==> src/hw/cpuTypesPkg.sv <==
// Datapath package with word and index types, register functions, ALU opcodes and flags
package cpuTypesPkg;

    localparam int WordWidth = 8;              // Datapath width in bits

    typedef logic [WordWidth-1:0] word_t;      // One data word
    typedef logic [1:0] gpIdx_t;               // General register index
    typedef logic [1:0] arIdx_t;               // 0 PC, 1 AR, 2 SP

    // Register bank function of the counter cells
    typedef enum logic [1:0] {
        FunDec  = 2'd0,
        FunInc  = 2'd1,
        FunLoad = 2'd2,
        FunClr  = 2'd3
    } regFun_e;

    typedef enum logic [3:0] {
        OpPassA = 4'h0,
        OpPassB = 4'h1,
        OpNotA  = 4'h2,
        OpNotB  = 4'h3,
        OpAdd   = 4'h4,
        OpAdc   = 4'h5,                        // Adds the stored carry
        OpSub   = 4'h6,
        OpAnd   = 4'h7,
        OpOr    = 4'h8,
        OpXor   = 4'h9,
        OpLsl   = 4'hA,
        OpLsr   = 4'hB,
        OpAsl   = 4'hC,
        OpAsr   = 4'hD,
        OpRol   = 4'hE,                        // Rotate through carry
        OpRor   = 4'hF
    } aluOp_e;

    // Zero in the top bit and overflow in the bottom bit
    typedef struct packed {
        logic zero;
        logic carry;
        logic negative;
        logic overflow;
    } flags_t;

endpackage

==> src/hw/ctrlPkg.sv <==
// Control word layout for the register banks, the ALU and the source multiplexers
package ctrlPkg;

    import cpuTypesPkg::*;

    typedef struct packed {
        logic [3:0] en;                        // One enable bit per register
        regFun_e    fun;
        gpIdx_t     rdA;                       // Port A read index
        gpIdx_t     rdB;                       // Port B read index
    } gpCtrl_t;

    typedef struct packed {
        logic [2:0] en;                        // Bit 0 PC, bit 1 AR, bit 2 SP
        regFun_e    fun;
        arIdx_t     rdC;                       // Port C read index
        arIdx_t     rdD;                       // Port D drives the address output
    } arCtrl_t;

    // Load value for the general bank
    typedef enum logic [1:0] {
        SrcExt = 2'd0,
        SrcArC = 2'd1,
        SrcAlu = 2'd2
    } gpSrc_e;

    typedef enum logic {
        ArSrcExt = 1'b0,
        ArSrcAlu = 1'b1
    } arSrc_e;

    typedef struct packed {
        gpCtrl_t gp;
        arCtrl_t ar;
        aluOp_e  aluOp;
        gpSrc_e  gpSrc;
        arSrc_e  arSrc;
        logic    opASel;                       // 0 general port A, 1 address port C
    } ctrlWord_t;

endpackage

==> src/hw/aluCore.sv <==
// Sixteen-function ALU with combinational result and registered status flags
`timescale 1ns/1ps

module aluCore
    import cpuTypesPkg::*;
#(
    parameter int Width = 8
) (
    input  logic             CLK,
    input  logic             arstN_i,
    input  aluOp_e           op_i,
    input  logic [Width-1:0] a_i,
    input  logic [Width-1:0] b_i,
    output logic [Width-1:0] result_o,
    output flags_t           flags_o
);

    localparam int Msb = Width - 1;

    flags_t           flagsQ;
    flags_t           flagsNext;
    logic [Width:0]   wide;                    // Extra bit holds carry or borrow
    logic [Width-1:0] result;

    always_comb begin
        wide                = '0;
        result              = a_i;
        flagsNext           = flagsQ;          // Carry and overflow hold by default
        case (op_i)
            OpPassA: result = a_i;
            OpPassB: result = b_i;
            OpNotA:  result = ~a_i;
            OpNotB:  result = ~b_i;
            OpAdd, OpAdc: begin
                wide = {1'b0, a_i} + {1'b0, b_i};
                if (op_i == OpAdc) begin
                    wide = wide + flagsQ.carry;
                end
                result = wide[Width-1:0];
                flagsNext.carry = wide[Width];
                flagsNext.overflow = (a_i[Msb] == b_i[Msb]) && (result[Msb] != a_i[Msb]);
            end
            OpSub: begin
                wide = {1'b0, a_i} - {1'b0, b_i};
                result = wide[Width-1:0];
                flagsNext.carry = wide[Width];                 // Borrow, A below B
                flagsNext.overflow = (a_i[Msb] != b_i[Msb]) && (result[Msb] != a_i[Msb]);
            end
            OpAnd:   result = a_i & b_i;
            OpOr:    result = a_i | b_i;
            OpXor:   result = a_i ^ b_i;
            OpLsl: begin
                result = {a_i[Msb-1:0], 1'b0};
                flagsNext.carry = a_i[Msb];
            end
            OpLsr: begin
                result = {1'b0, a_i[Msb:1]};
                flagsNext.carry = a_i[0];
            end
            OpAsl: begin
                result = {a_i[Msb-1:0], 1'b0};
                flagsNext.carry = a_i[Msb];
                flagsNext.overflow = a_i[Msb] ^ a_i[Msb-1];   // Sign bit changed
            end
            OpAsr:   result = {a_i[Msb], a_i[Msb:1]};         // Sign kept
            OpRol: begin
                result = {a_i[Msb-1:0], flagsQ.carry};
                flagsNext.carry = a_i[Msb];
            end
            OpRor: begin
                result = {flagsQ.carry, a_i[Msb:1]};
                flagsNext.carry = a_i[0];
            end
            default: result = a_i;
        endcase
        flagsNext.zero = (result == '0);
        flagsNext.negative = result[Msb];
    end

    always_ff @(posedge CLK or negedge arstN_i) begin
        if (!arstN_i) begin
            flagsQ <= '0;
        end else begin
            flagsQ <= flagsNext;
        end
    end

    assign result_o = result;
    assign flags_o  = flagsQ;

endmodule

==> src/hw/aluSystem.sv <==
// Datapath top: general and address register banks, source multiplexers and ALU
`timescale 1ns/1ps

module aluSystem
    import cpuTypesPkg::*;
    import ctrlPkg::*;
(
    input  logic      CLK,
    input  logic      arstN_i,
    input  ctrlWord_t ctrl_i,
    input  word_t     extData_i,
    output word_t     aluOut_o,
    output flags_t    flags_o,
    output word_t     address_o
);

    word_t gpRdA;
    word_t gpRdB;
    word_t arRdC;
    word_t arRdD;
    word_t gpLoad;
    word_t arLoad;
    word_t opA;
    word_t aluResult;

    // General register load source
    always_comb begin
        case (ctrl_i.gpSrc)
            SrcExt:  gpLoad = extData_i;
            SrcArC:  gpLoad = arRdC;
            SrcAlu:  gpLoad = aluResult;
            default: gpLoad = extData_i;
        endcase
    end

    assign arLoad = (ctrl_i.arSrc == ArSrcAlu) ? aluResult : extData_i;
    assign opA    = ctrl_i.opASel ? arRdC : gpRdA;    // Address port C or general port A

    regBank #(
        .NumRegs (4),
        .Width   (WordWidth)
    ) gpBank (
        .CLK     (CLK),
        .arstN_i (arstN_i),
        .en_i    (ctrl_i.gp.en),
        .fun_i   (ctrl_i.gp.fun),
        .data_i  (gpLoad),
        .rdA_i   (ctrl_i.gp.rdA),
        .rdB_i   (ctrl_i.gp.rdB),
        .rdA_o   (gpRdA),
        .rdB_o   (gpRdB)
    );

    regBank #(
        .NumRegs (3),
        .Width   (WordWidth)
    ) arBank (
        .CLK     (CLK),
        .arstN_i (arstN_i),
        .en_i    (ctrl_i.ar.en),
        .fun_i   (ctrl_i.ar.fun),
        .data_i  (arLoad),
        .rdA_i   (ctrl_i.ar.rdC),
        .rdB_i   (ctrl_i.ar.rdD),
        .rdA_o   (arRdC),
        .rdB_o   (arRdD)
    );

    aluCore #(
        .Width    (WordWidth)
    ) alu (
        .CLK      (CLK),
        .arstN_i  (arstN_i),
        .op_i     (ctrl_i.aluOp),
        .a_i      (opA),
        .b_i      (gpRdB),
        .result_o (aluResult),
        .flags_o  (flags_o)
    );

    assign aluOut_o  = aluResult;
    assign address_o = arRdD;                         // Memory address from port D

endmodule

==> src/hw/regBank.sv <==
// Register bank of up/down counters with load and clear, read through two ports
`timescale 1ns/1ps

module regBank
    import cpuTypesPkg::*;
#(
    parameter int NumRegs = 4,
    parameter int Width   = 8
) (
    input  logic                       CLK,
    input  logic                       arstN_i,
    input  logic [NumRegs-1:0]         en_i,
    input  regFun_e                    fun_i,
    input  logic [Width-1:0]           data_i,
    input  logic [$clog2(NumRegs)-1:0] rdA_i,
    input  logic [$clog2(NumRegs)-1:0] rdB_i,
    output logic [Width-1:0]           rdA_o,
    output logic [Width-1:0]           rdB_o
);

    logic [Width-1:0] regs [NumRegs];

    always_ff @(posedge CLK or negedge arstN_i) begin
        if (!arstN_i) begin
            for (int i = 0; i < NumRegs; i++) begin
                regs[i] <= '0;
            end
        end else begin
            for (int i = 0; i < NumRegs; i++) begin
                if (en_i[i]) begin                 // Disabled registers hold
                    case (fun_i)
                        FunDec:  regs[i] <= regs[i] - 1'b1;  // Wraps 0 to all ones
                        FunInc:  regs[i] <= regs[i] + 1'b1;
                        FunLoad: regs[i] <= data_i;
                        FunClr:  regs[i] <= '0;
                        default: regs[i] <= regs[i];
                    endcase
                end
            end
        end
    end

    // Read ports are independent, unused indices read as zero
    always_comb begin
        rdA_o = '0;
        rdB_o = '0;
        if (int'(rdA_i) < NumRegs) begin
            rdA_o = regs[rdA_i];
        end
        if (int'(rdB_i) < NumRegs) begin
            rdB_o = regs[rdB_i];
        end
    end

endmodule

==> config.mk <==
export PLATFORM = sky130hd
export DESIGN_NAME = aluSystem
export DESIGN_NICKNAME = d
export VERILOG_FILES = /design/src/hw/cpuTypesPkg.sv /design/src/hw/ctrlPkg.sv /design/src/hw/aluCore.sv /design/src/hw/aluSystem.sv /design/src/hw/regBank.sv
export SDC_FILE = /design/constraint.sdc
export NUM_CORES = 1
export LEC_CHECK = 0
export BUFFER_PORTS_ARGS = -buffer_cell sky130_fd_sc_hd__buf_2
export CORE_MARGIN = 4
export CORE_UTILIZATION = 35
export DETAILED_ROUTE_END_ITERATION = 8
export GPL_ROUTABILITY_DRIVEN = 0
export HOLD_SLACK_MARGIN = 0.12
export PLACE_DENSITY_LB_ADDON = 0.05
export SLEW_MARGIN = 20
export SYNTH_ARGS = -nofsm -noshare
export SYNTH_HDL_FRONTEND = slang
export SYNTH_SLANG_ARGS = --single-unit
==> constraint.sdc <==
create_clock -name CLK -period 12.9 [get_ports CLK]
set_input_delay 3.225 -clock CLK [delete_from_list [all_inputs] [get_ports CLK]]
set_output_delay 3.225 -clock CLK [all_outputs]
set_load 0.02 [all_outputs]
==> reports/qor.csv, run 1 <==
metric,value,unit
Layout Skew,8.45,ps
CP Max Fanout,7,
CP Buf/Inv Count,3,
worst hold path type,flip-flop to flip-flop,
Chip Height,155,um
# IOs,57,
Finished Layout Cells,1216,
crit path kind,input port to output pin,
Final period util,80.0,%
final net count,1051,
Die X-Extent,155,um
CP max stage delay,510,ps
post-route ant nets,0,
PortBufs,56,
Worst Slack Setup Final,2580,ps
Slew @ Worst Pin,1110,ps
CTS H-tree lvls,3,
CTS tree,yes,
DRC Markers,0,
CTS max path bufs,2,
Detail Placement HPWL,20.7,mm
Pleak,3.63,nW
DP Cell Count,1199,
Detailed Route WL,26.6,mm
Placement Cell Area,8000,um2
Final Instance Area,8330,um2
starting density of the core,35.7,%
"most used cell, CP",buf_2,
syn avg cell area,8.31,um2
Top delay family on crit path,compound AO/OA/AOI/OAI gates,
FP Rows,53,
"CTS clk-pin slew, worst paths",60,ps
crit start category,input port,
Die Area,23900,um2
Post-Place Worst Slack,2570,ps
first drt pass iteration count,4,
RSZ-0062 raised after global routing,false,
post-synth top area share,19.9,%
Relative slew margins,25.7,%
Root Buffer,clkbuf_16,
Vias/cell,5.86,
gr usage total,22.1,%
synth unique cells,83,
initial antenna violation count,0,
synth warn,0,
Period minus WS final,10320,ps
Max Clk Rate,96.9,MHz
Worst Setup End Kind,output pin,
Skew-Pair Late Insertion Delay,350,ps
Synth area leader,dfrtp_1,
number of enable flip-flop cells after synthesis,0,
"Gates resized, CTS repair",0,
Main synth FF type,dfrtp_1,
Peak supply drop,0.0654,mV
setup_tns,0,ps
final hold viol count,0,
Final Core Density,39.5,%
grt total ovfl,0,
pin count of the biggest net entering global routing,61,
Syn Inst Count,906,
core area,21100,um2
Pins Over Slew Limit,0,
P&R area growth vs syn,10.6,%
synthesized cell area,7530,um2
total CTS buffers,9,
final setup vio count,0,
Mapped Nets,1022,
fill cell count,2189,
CP arrival,7090,ps
status,"finished, final reports clean",
"critical path, cell by cell",buf_2 -> mux4_2 -> nand2_1 -> a21boi_2 -> inv_1 -> ha_1 -> fa_1 -> a211o_1 -> a211oi_1 -> and2_1 -> o2111ai_1 -> xnor2_1 -> a221oi_1 -> nor2_1 -> buf_2,
initial DRC count,515,
vias in the first global route,6880,
Synth area leaders,"dfrtp_1 (20%), ha_1 (12%), xnor2_1 (5.7%), a21oi_1 (5.3%), mux2i_1 (4.0%)",
post-synthesis async set-or-reset flop share,100,%
power density over the cells,179,nW/um2
critical path's slowest cell,mux4_2,
Via Count,7123,
routed len/inst,21.8,um
cts hold-fix bufs,0,
CTS sink count,60,
Post CTS Setup Buffer Count,0,
Yosys reg bits,60,
first-pass GRT wire length,41.2,mm
sequential area share after synthesis,19.9,%
MaxCap Viol Count,0,
Critical Path RT,9680,ps
share of cells above drive strength 1,11.3,%
[final timing paths]
check                          startpoint               to  slack (ps)  cells past startpoint
max                            ctrl_i[19]      aluOut_o[5]        2580                     15
min                        alu.flags_o[0]   alu.flags_o[0]         540                      1
max reg2reg                gpBank.regs[8]  gpBank.regs[30]        7910                     14
min reg2reg                alu.flags_o[0]   alu.flags_o[0]         540                      1
max in group asynchronous         arstN_i  gpBank.regs[10]        9240                      2
min in group asynchronous         arstN_i   alu.flags_o[0]        3040                      2
[synth_stat cells (all sizes together) (12+ instances only)]
cell type and number:
mux2i 32, a21oi 81, nor3 22, o21ai 50, inv 52, xor2 12, dfrtp 60, nor2 73
buf 13, and2 12, o22a 19, a31oi 19, xnor2 50, mux4 13, ha 70, nand2 65
and3 13, clkbuf 30, a21o 22, nand3 13, nor2b 20
[worst register-to-register path, delay by kind of cell, from the launching register on]
kind | cells | cell delay (ps)
buffers and inverters | 1 | 90
adders and majority gates | 2 | 690
AOI/OAI and AO/OA | 7 | 2640
DFF | 1 | 470
muxes | 2 | 820
and+or+nand+nor | 2 | 140
[layout by cell type, fill, tap and decap left out, drive strengths merged, types with 19 or more instances in the layout]
| cell | instances |
|---|---|
| a21oi | 81 |
| nor2 | 73 |
| ha | 70 |
| nand2 | 65 |
| buf | 61 |
| dfrtp | 60 |
| inv | 52 |
| xnor2 | 50 |
| o21ai | 50 |
| mux2i | 32 |
| a21o | 22 |
| nor3 | 22 |
| nor2b | 20 |
| a31oi | 19 |
| o22a | 19 |
[metrics by stage]
step           total power, mW  hold slack, ps
2_1_floorplan            0.969             521
3_3_place_gp              1.22             554
3_5_place_dp              1.21             551
4_1_cts                   1.49             565
5_1_grt                   1.61             564
6_report                  1.49             544
[where the power goes]
part	switching [mW]	internal [mW]
clock network	0.0981	0.180
logic	0.516	0.378
registers	0.0780	0.241
[sequential cells by signal (all words and copies together) (netlist names)]
signal,count
gpBank.regs,32
arBank.regs,24
alu.flags_o,4
[logic make-up (layout without fill, tap and decap cells)]
family	Yosys count	in the layout	share of synthesized area (%)
adders and majority gates	79	79	14.0
buffers and inverters	96	130	5.30
xor gates and xnor gates	62	62	7.31
muxes	46	46	8.44
DFF	60	60	19.9
other	0	1	0
and+or+nand+nor	253	253	16.5
AOI/OAI and AO/OA	310	310	28.5
[routing by layer]
metal  up-vias  wire length (um)  global-route usage [%]
met2       207             12000                    34.7
met3        38              1430                    4.17
li1       3437                 -                       -
met5         -                 0                       0
met4         0               662                    6.56
met1      3441             12500                    31.0
[layout make-up]
type,instances,area (um2),share of cell area (%)
Timing Repair Buffer,61,318,3.82
Multi-Input combinational cell,750,5630,67.7
Inverter,53,199,2.39
Tap cell,275,344,4.13
Clock inverter,3,68.8,0.826
Clock buffer,13,260,3.13
Antenna cell,1,2.50,0.0300
Sequential cell,60,1500,18.0
(Power assumes the default switching activity.)
==> run 2: changes to the inputs <==
- clock period: 12.9 -> 9.21 ns (I/O delays scaled with it)
==> reports/qor.csv, run 2 (synthesis gave the netlist of run 1 again) <==
metric,value,unit
Via Count,7172,
setup_tns,0,ps
Worst Setup End Kind,output pin,
crit path kind,input port to output pin,
initial DRC count,487,
Skew-Pair Late Insertion Delay,340,ps
worst hold path type,flip-flop to flip-flop,
MaxCap Viol Count,0,
DRC Markers,0,
"most used cell, CP",buf_2,
Slew @ Worst Pin,1000,ps
Max Clk Rate,118,MHz
final hold slack,521,ps
P&R area growth vs syn,10.3,%
Placement Cell Area,8030,um2
Die X-Extent,155,um
grt total ovfl,0,
final setup vio count,0,
Period minus WS final,8470,ps
crit start category,input port,
cts hold-fix bufs,0,
fill cell count,2204,
PortBufs,56,
pin count of the biggest net entering global routing,36,
Critical Path RT,6910,ps
first-pass GRT wire length,40.9,mm
Peak supply drop,0.0868,mV
Top delay family on crit path,compound AO/OA/AOI/OAI gates,
Vias/cell,5.88,
most used cells in the layout excluding fill and tap cells,"a21oi_1 (80), nor2_1 (73), ha_1 (70), nand2_1 (65), dfrtp_1 (60)",
"CTS clk-pin slew, worst paths",60,ps
Pins Over Slew Limit,0,
"Gates resized, CTS repair",0,
Relative slew margins,32.7,%
CP Buf/Inv Count,4,
Pleak,3.61,nW
final net count,1056,
"critical path, cell by cell",buf_2 -> mux4_2 -> nand2_1 -> a21boi_2 -> buf_4 -> inv_1 -> ha_1 -> fa_1 -> a211o_1 -> a211oi_1 -> and2_1 -> o2111ai_1 -> xnor2_1 -> a221oi_1 -> nor2_1 -> buf_2,
Die Area,23900,um2
"most common cell after layout, fill and taps aside",a21oi_1,
power density over the cells,244,nW/um2
starting density of the core,35.7,%
CTS tree,yes,
status,"finished, final reports clean",
Root Buffer,clkbuf_16,
Detail Placement HPWL,20.8,mm
CTS H-tree lvls,3,
initial antenna violation count,1,
final hold viol count,0,
share of cells above drive strength 1,11.7,%
Layout Skew,9.50,ps
CTS sink count,60,
gr usage total,22.1,%
max FFs per register,32,
post-route ant nets,0,
routed len/inst,21.9,um
CP Max Fanout,7,
first drt pass iteration count,5,
Post CTS Setup Buffer Count,0,
Final period util,91.9,%
total CTS buffers,9,
core area,21100,um2
vias in the first global route,6608,
FP Rows,53,
Largest Register,gpBank.regs,
critical path's slowest cell,mux4_2,
# IOs,57,
CTS max path bufs,2,
CP max stage delay,510,ps
Final Instance Area,8310,um2
Detailed Route WL,26.7,mm
RSZ-0062 raised after global routing,false,
CP arrival,6160,ps
Chip Height,155,um
Diodes inserted,0,
-- run 2: final cells by class --
type	instances	area (um2)	area share [%]
timing repair buffer	66	355	4.28
multi-input combinational	750	5630	67.8
sequential	60	1500	18.1
clock inverter	6	48.8	0.587
inverter	53	199	2.39
clock buffer	10	229	2.76
tap	275	344	4.14
-- run 2: per-stage QoR --
stage | utilization (%) | setup WS [ps] | total power, mW | std cells
4_1_cts | 39.4 | 737 | 2.03 | 1220
3_3_place_gp | 38.1 | 815 | 1.70 | 1204
6_report | 39.4 | 743 | 2.03 | 1220
2_1_floorplan | - | 1370 | 1.36 | 906
3_5_place_dp | 38.1 | 750 | 1.69 | 1204
5_1_grt | 39.4 | 475 | 2.20 | 1220
-- run 2: path summary, 6_finish.rpt --
path	slack [ps]	cells after the start	startpoint	end
max	740	16	ctrl_i[19]	aluOut_o[5]
min	520	1	alu.flags_o[0]	alu.flags_o[0]
max reg2reg	4320	12	gpBank.regs[2]	gpBank.regs[22]
min reg2reg	520	1	alu.flags_o[0]	alu.flags_o[0]
max in group asynchronous	6170	2	arstN_i	arBank.regs[0]
min in group asynchronous	2010	1	arstN_i	alu.flags_o[2]
-- run 2: routing by layer --
layer | up-vias | GRT usage (%) | wire length, um
met2 | 188 | 34.2 | 12000
li1 | 3458 | - | -
met4 | 2 | 5.72 | 566
met1 | 3486 | 32.3 | 12900
met3 | 38 | 3.47 | 1270
met5 | - | 0 | 11
-- run 2: power breakdown --
group / internal (mW) / switching (mW) / leakage (nW) / total [mW]
clock network: 0.184 / 0.147 / 0.125 / 0.332
registers: 0.337 / 0.110 / 0.711 / 0.447
logic: 0.535 / 0.717 / 2.78 / 1.25
-- run 2: worst register-to-register path, stage by stage (launching register included) --
cell and delay, ps:
dfrtp_1 430, mux4_2 500, mux2i_2 280, inv_1 130, ha_1 430, a21oi_1 440, a21boi_1 160, nor4_1 490
and3_1 280, mux2i_1 370, a211oi_1 180, o31ai_1 870, a21oi_1 140
==> run 3: changes to the inputs <==
- CORE_ASPECT_RATIO: not set -> 1.25
- REMOVE_ABC_BUFFERS: not set -> 1
==> reports/qor.csv, run 3 (synthesis gave the netlist of run 1 again) <==
metric,value,unit
first drt pass iteration count,5,
final hold viol count,0,
power density over the cells,246,nW/um2
hold worst-path end,alu.flags_o[0],
Chip Height,172,um
Placement Cell Area,8020,um2
CP Max Fanout,6,
P&R area growth vs syn,10.2,%
Relative slew margins,33.4,%
Diodes inserted,0,
Post CTS Setup Buffer Count,0,
core area,21000,um2
pin count of the biggest net entering global routing,61,
initial antenna violation count,0,
Sw Pwr,0.982,mW
Skew-Pair Late Insertion Delay,360,ps
Max Clk Rate,116,MHz
status,"finished, final reports clean",
final setup vio count,0,
CTS H-tree lvls,3,
Period minus WS final,8610,ps
final net count,1055,
Die Area,23900,um2
PortBufs,56,
Detail Placement HPWL,20.9,mm
Vias/cell,5.84,
Worst Hold Depth,1,
RSZ-0062 raised after global routing,false,
DP Cell Count,1202,
hold path start,alu.flags_o[0],
Die X-Extent,139,um
post-route ant nets,0,
Final period util,93.5,%
Sw Share,48.0,%
Peak supply drop,0.0932,mV
Worst R2R Path Depth,12,
cts hold-fix bufs,0,
CTS sink count,60,
worst hold path type,flip-flop to flip-flop,
MaxCap Viol Count,0,
Critical Path RT,6910,ps
Gate power share,61.6,%
clock power share,16.7,%
Largest Register,gpBank.regs,
grt total ovfl,0,
Slew @ Worst Pin,991,ps
initial DRC count,455,
Worst Setup End Kind,output pin,
routed len/inst,22.3,um
most used cells in the layout excluding fill and tap cells,"a21oi_1 (80), nor2_1 (73), ha_1 (70), nand2_1 (65), dfrtp_1 (60)",
sequential share of power,21.6,%
CTS max path bufs,2,
FP Rows,59,
first-pass GRT wire length,42.2,mm
Finished Layout Cells,1218,
CP arrival,6310,ps
Pins Over Slew Limit,0,
"CTS clk-pin slew, worst paths",70,ps
Reg2Reg Setup Slack,4230,ps
starting density of the core,35.9,%
vias in the first global route,7083,
reg2reg end,gpBank.regs[22],
Final Instance Area,8300,um2
setup_tns,0,ps
total CTS buffers,9,
gr usage total,22.7,%
crit start category,input port,
Via Count,7111,
share of cells above drive strength 1,11.8,%
Power Internal,1.06,mW
total power,2.04,mW
Layout Skew,11.7,ps
Pleak,3.62,nW
"most common cell after layout, fill and taps aside",a21oi_1,
DRC Markers,0,
Detailed Route WL,27.2,mm
CTS tree,yes,
crit path kind,input port to output pin,
# IOs,57,
Root Buffer,clkbuf_16,
Critical R2R Launch,gpBank.regs[1],
"Gates resized, CTS repair",0,
max FFs per register,32,
==> run 3: per-layer routing <==
layer | track usage (%) | share of wire (%) | up-vias
met5 | 0 | 0 | -
met4 | 6.34 | 2.3 | 0
met1 | 29.6 | 46 | 3484
met3 | 4.12 | 3.9 | 33
met2 | 38.7 | 48 | 154
li1 | - | - | 3440
==> run 3: layout make-up <==
type / count / area, um2
fill: 2197 / 12700
multi-input combinational: 750 / 5630
sequential: 60 / 1500
timing repair buffer: 65 / 348
tap: 274 / 343
clock buffer: 10 / 239
inverter: 53 / 199
clock inverter: 6 / 38.8
==> run 3: power groups by stage <==
stage / clock network, mW / registers [mW] / logic, mW
2_1_floorplan: 0 / 0.411 / 0.924
3_3_place_gp: 0 / 0.451 / 1.26
3_5_place_dp: 0 / 0.448 / 1.25
4_1_cts: 0.345 / 0.443 / 1.26
5_1_grt: 0.358 / 0.454 / 1.40
6_report: 0.342 / 0.442 / 1.26
==> run 3: worst max-delay path by stage <==
| stage | depth (start not counted) | to | slack [ps] | from |
|---|---|---|---|---|
| 5_1_grt | 14 | aluOut_o[5] | 350 | ctrl_i[11] |
| 3_3_place_gp | 13 | aluOut_o[5] | 700 | ctrl_i[19] |
| 6_report | 13 | aluOut_o[5] | 600 | ctrl_i[19] |
| 4_1_cts | 13 | aluOut_o[5] | 560 | ctrl_i[19] |
| 2_1_floorplan | 11 | aluOut_o[1] | 1370 | ctrl_i[19] |
| 3_5_place_dp | 13 | aluOut_o[5] | 580 | ctrl_i[20] |
==> run 3: metrics by stage <==
step	worst slack (ps)	hold WS [ps]	util, %
3_5_place_dp	583	493	38.3
6_report	599	501	39.6
3_3_place_gp	705	491	38.3
2_1_floorplan	1370	521	-
4_1_cts	560	508	39.6
5_1_grt	348	536	39.6
==> run 3: worst max-delay path, stage by stage <==
cell	delay (ps)
buf_2	160
mux4_2	540
mux2i_2	400
inv_1	200
fa_1	490
a211o_1	370
a211oi_1	370
and2_1	220
o2111ai_1	210
xnor2_1	180
a221oi_1	460
nor2_1	180
buf_2	210
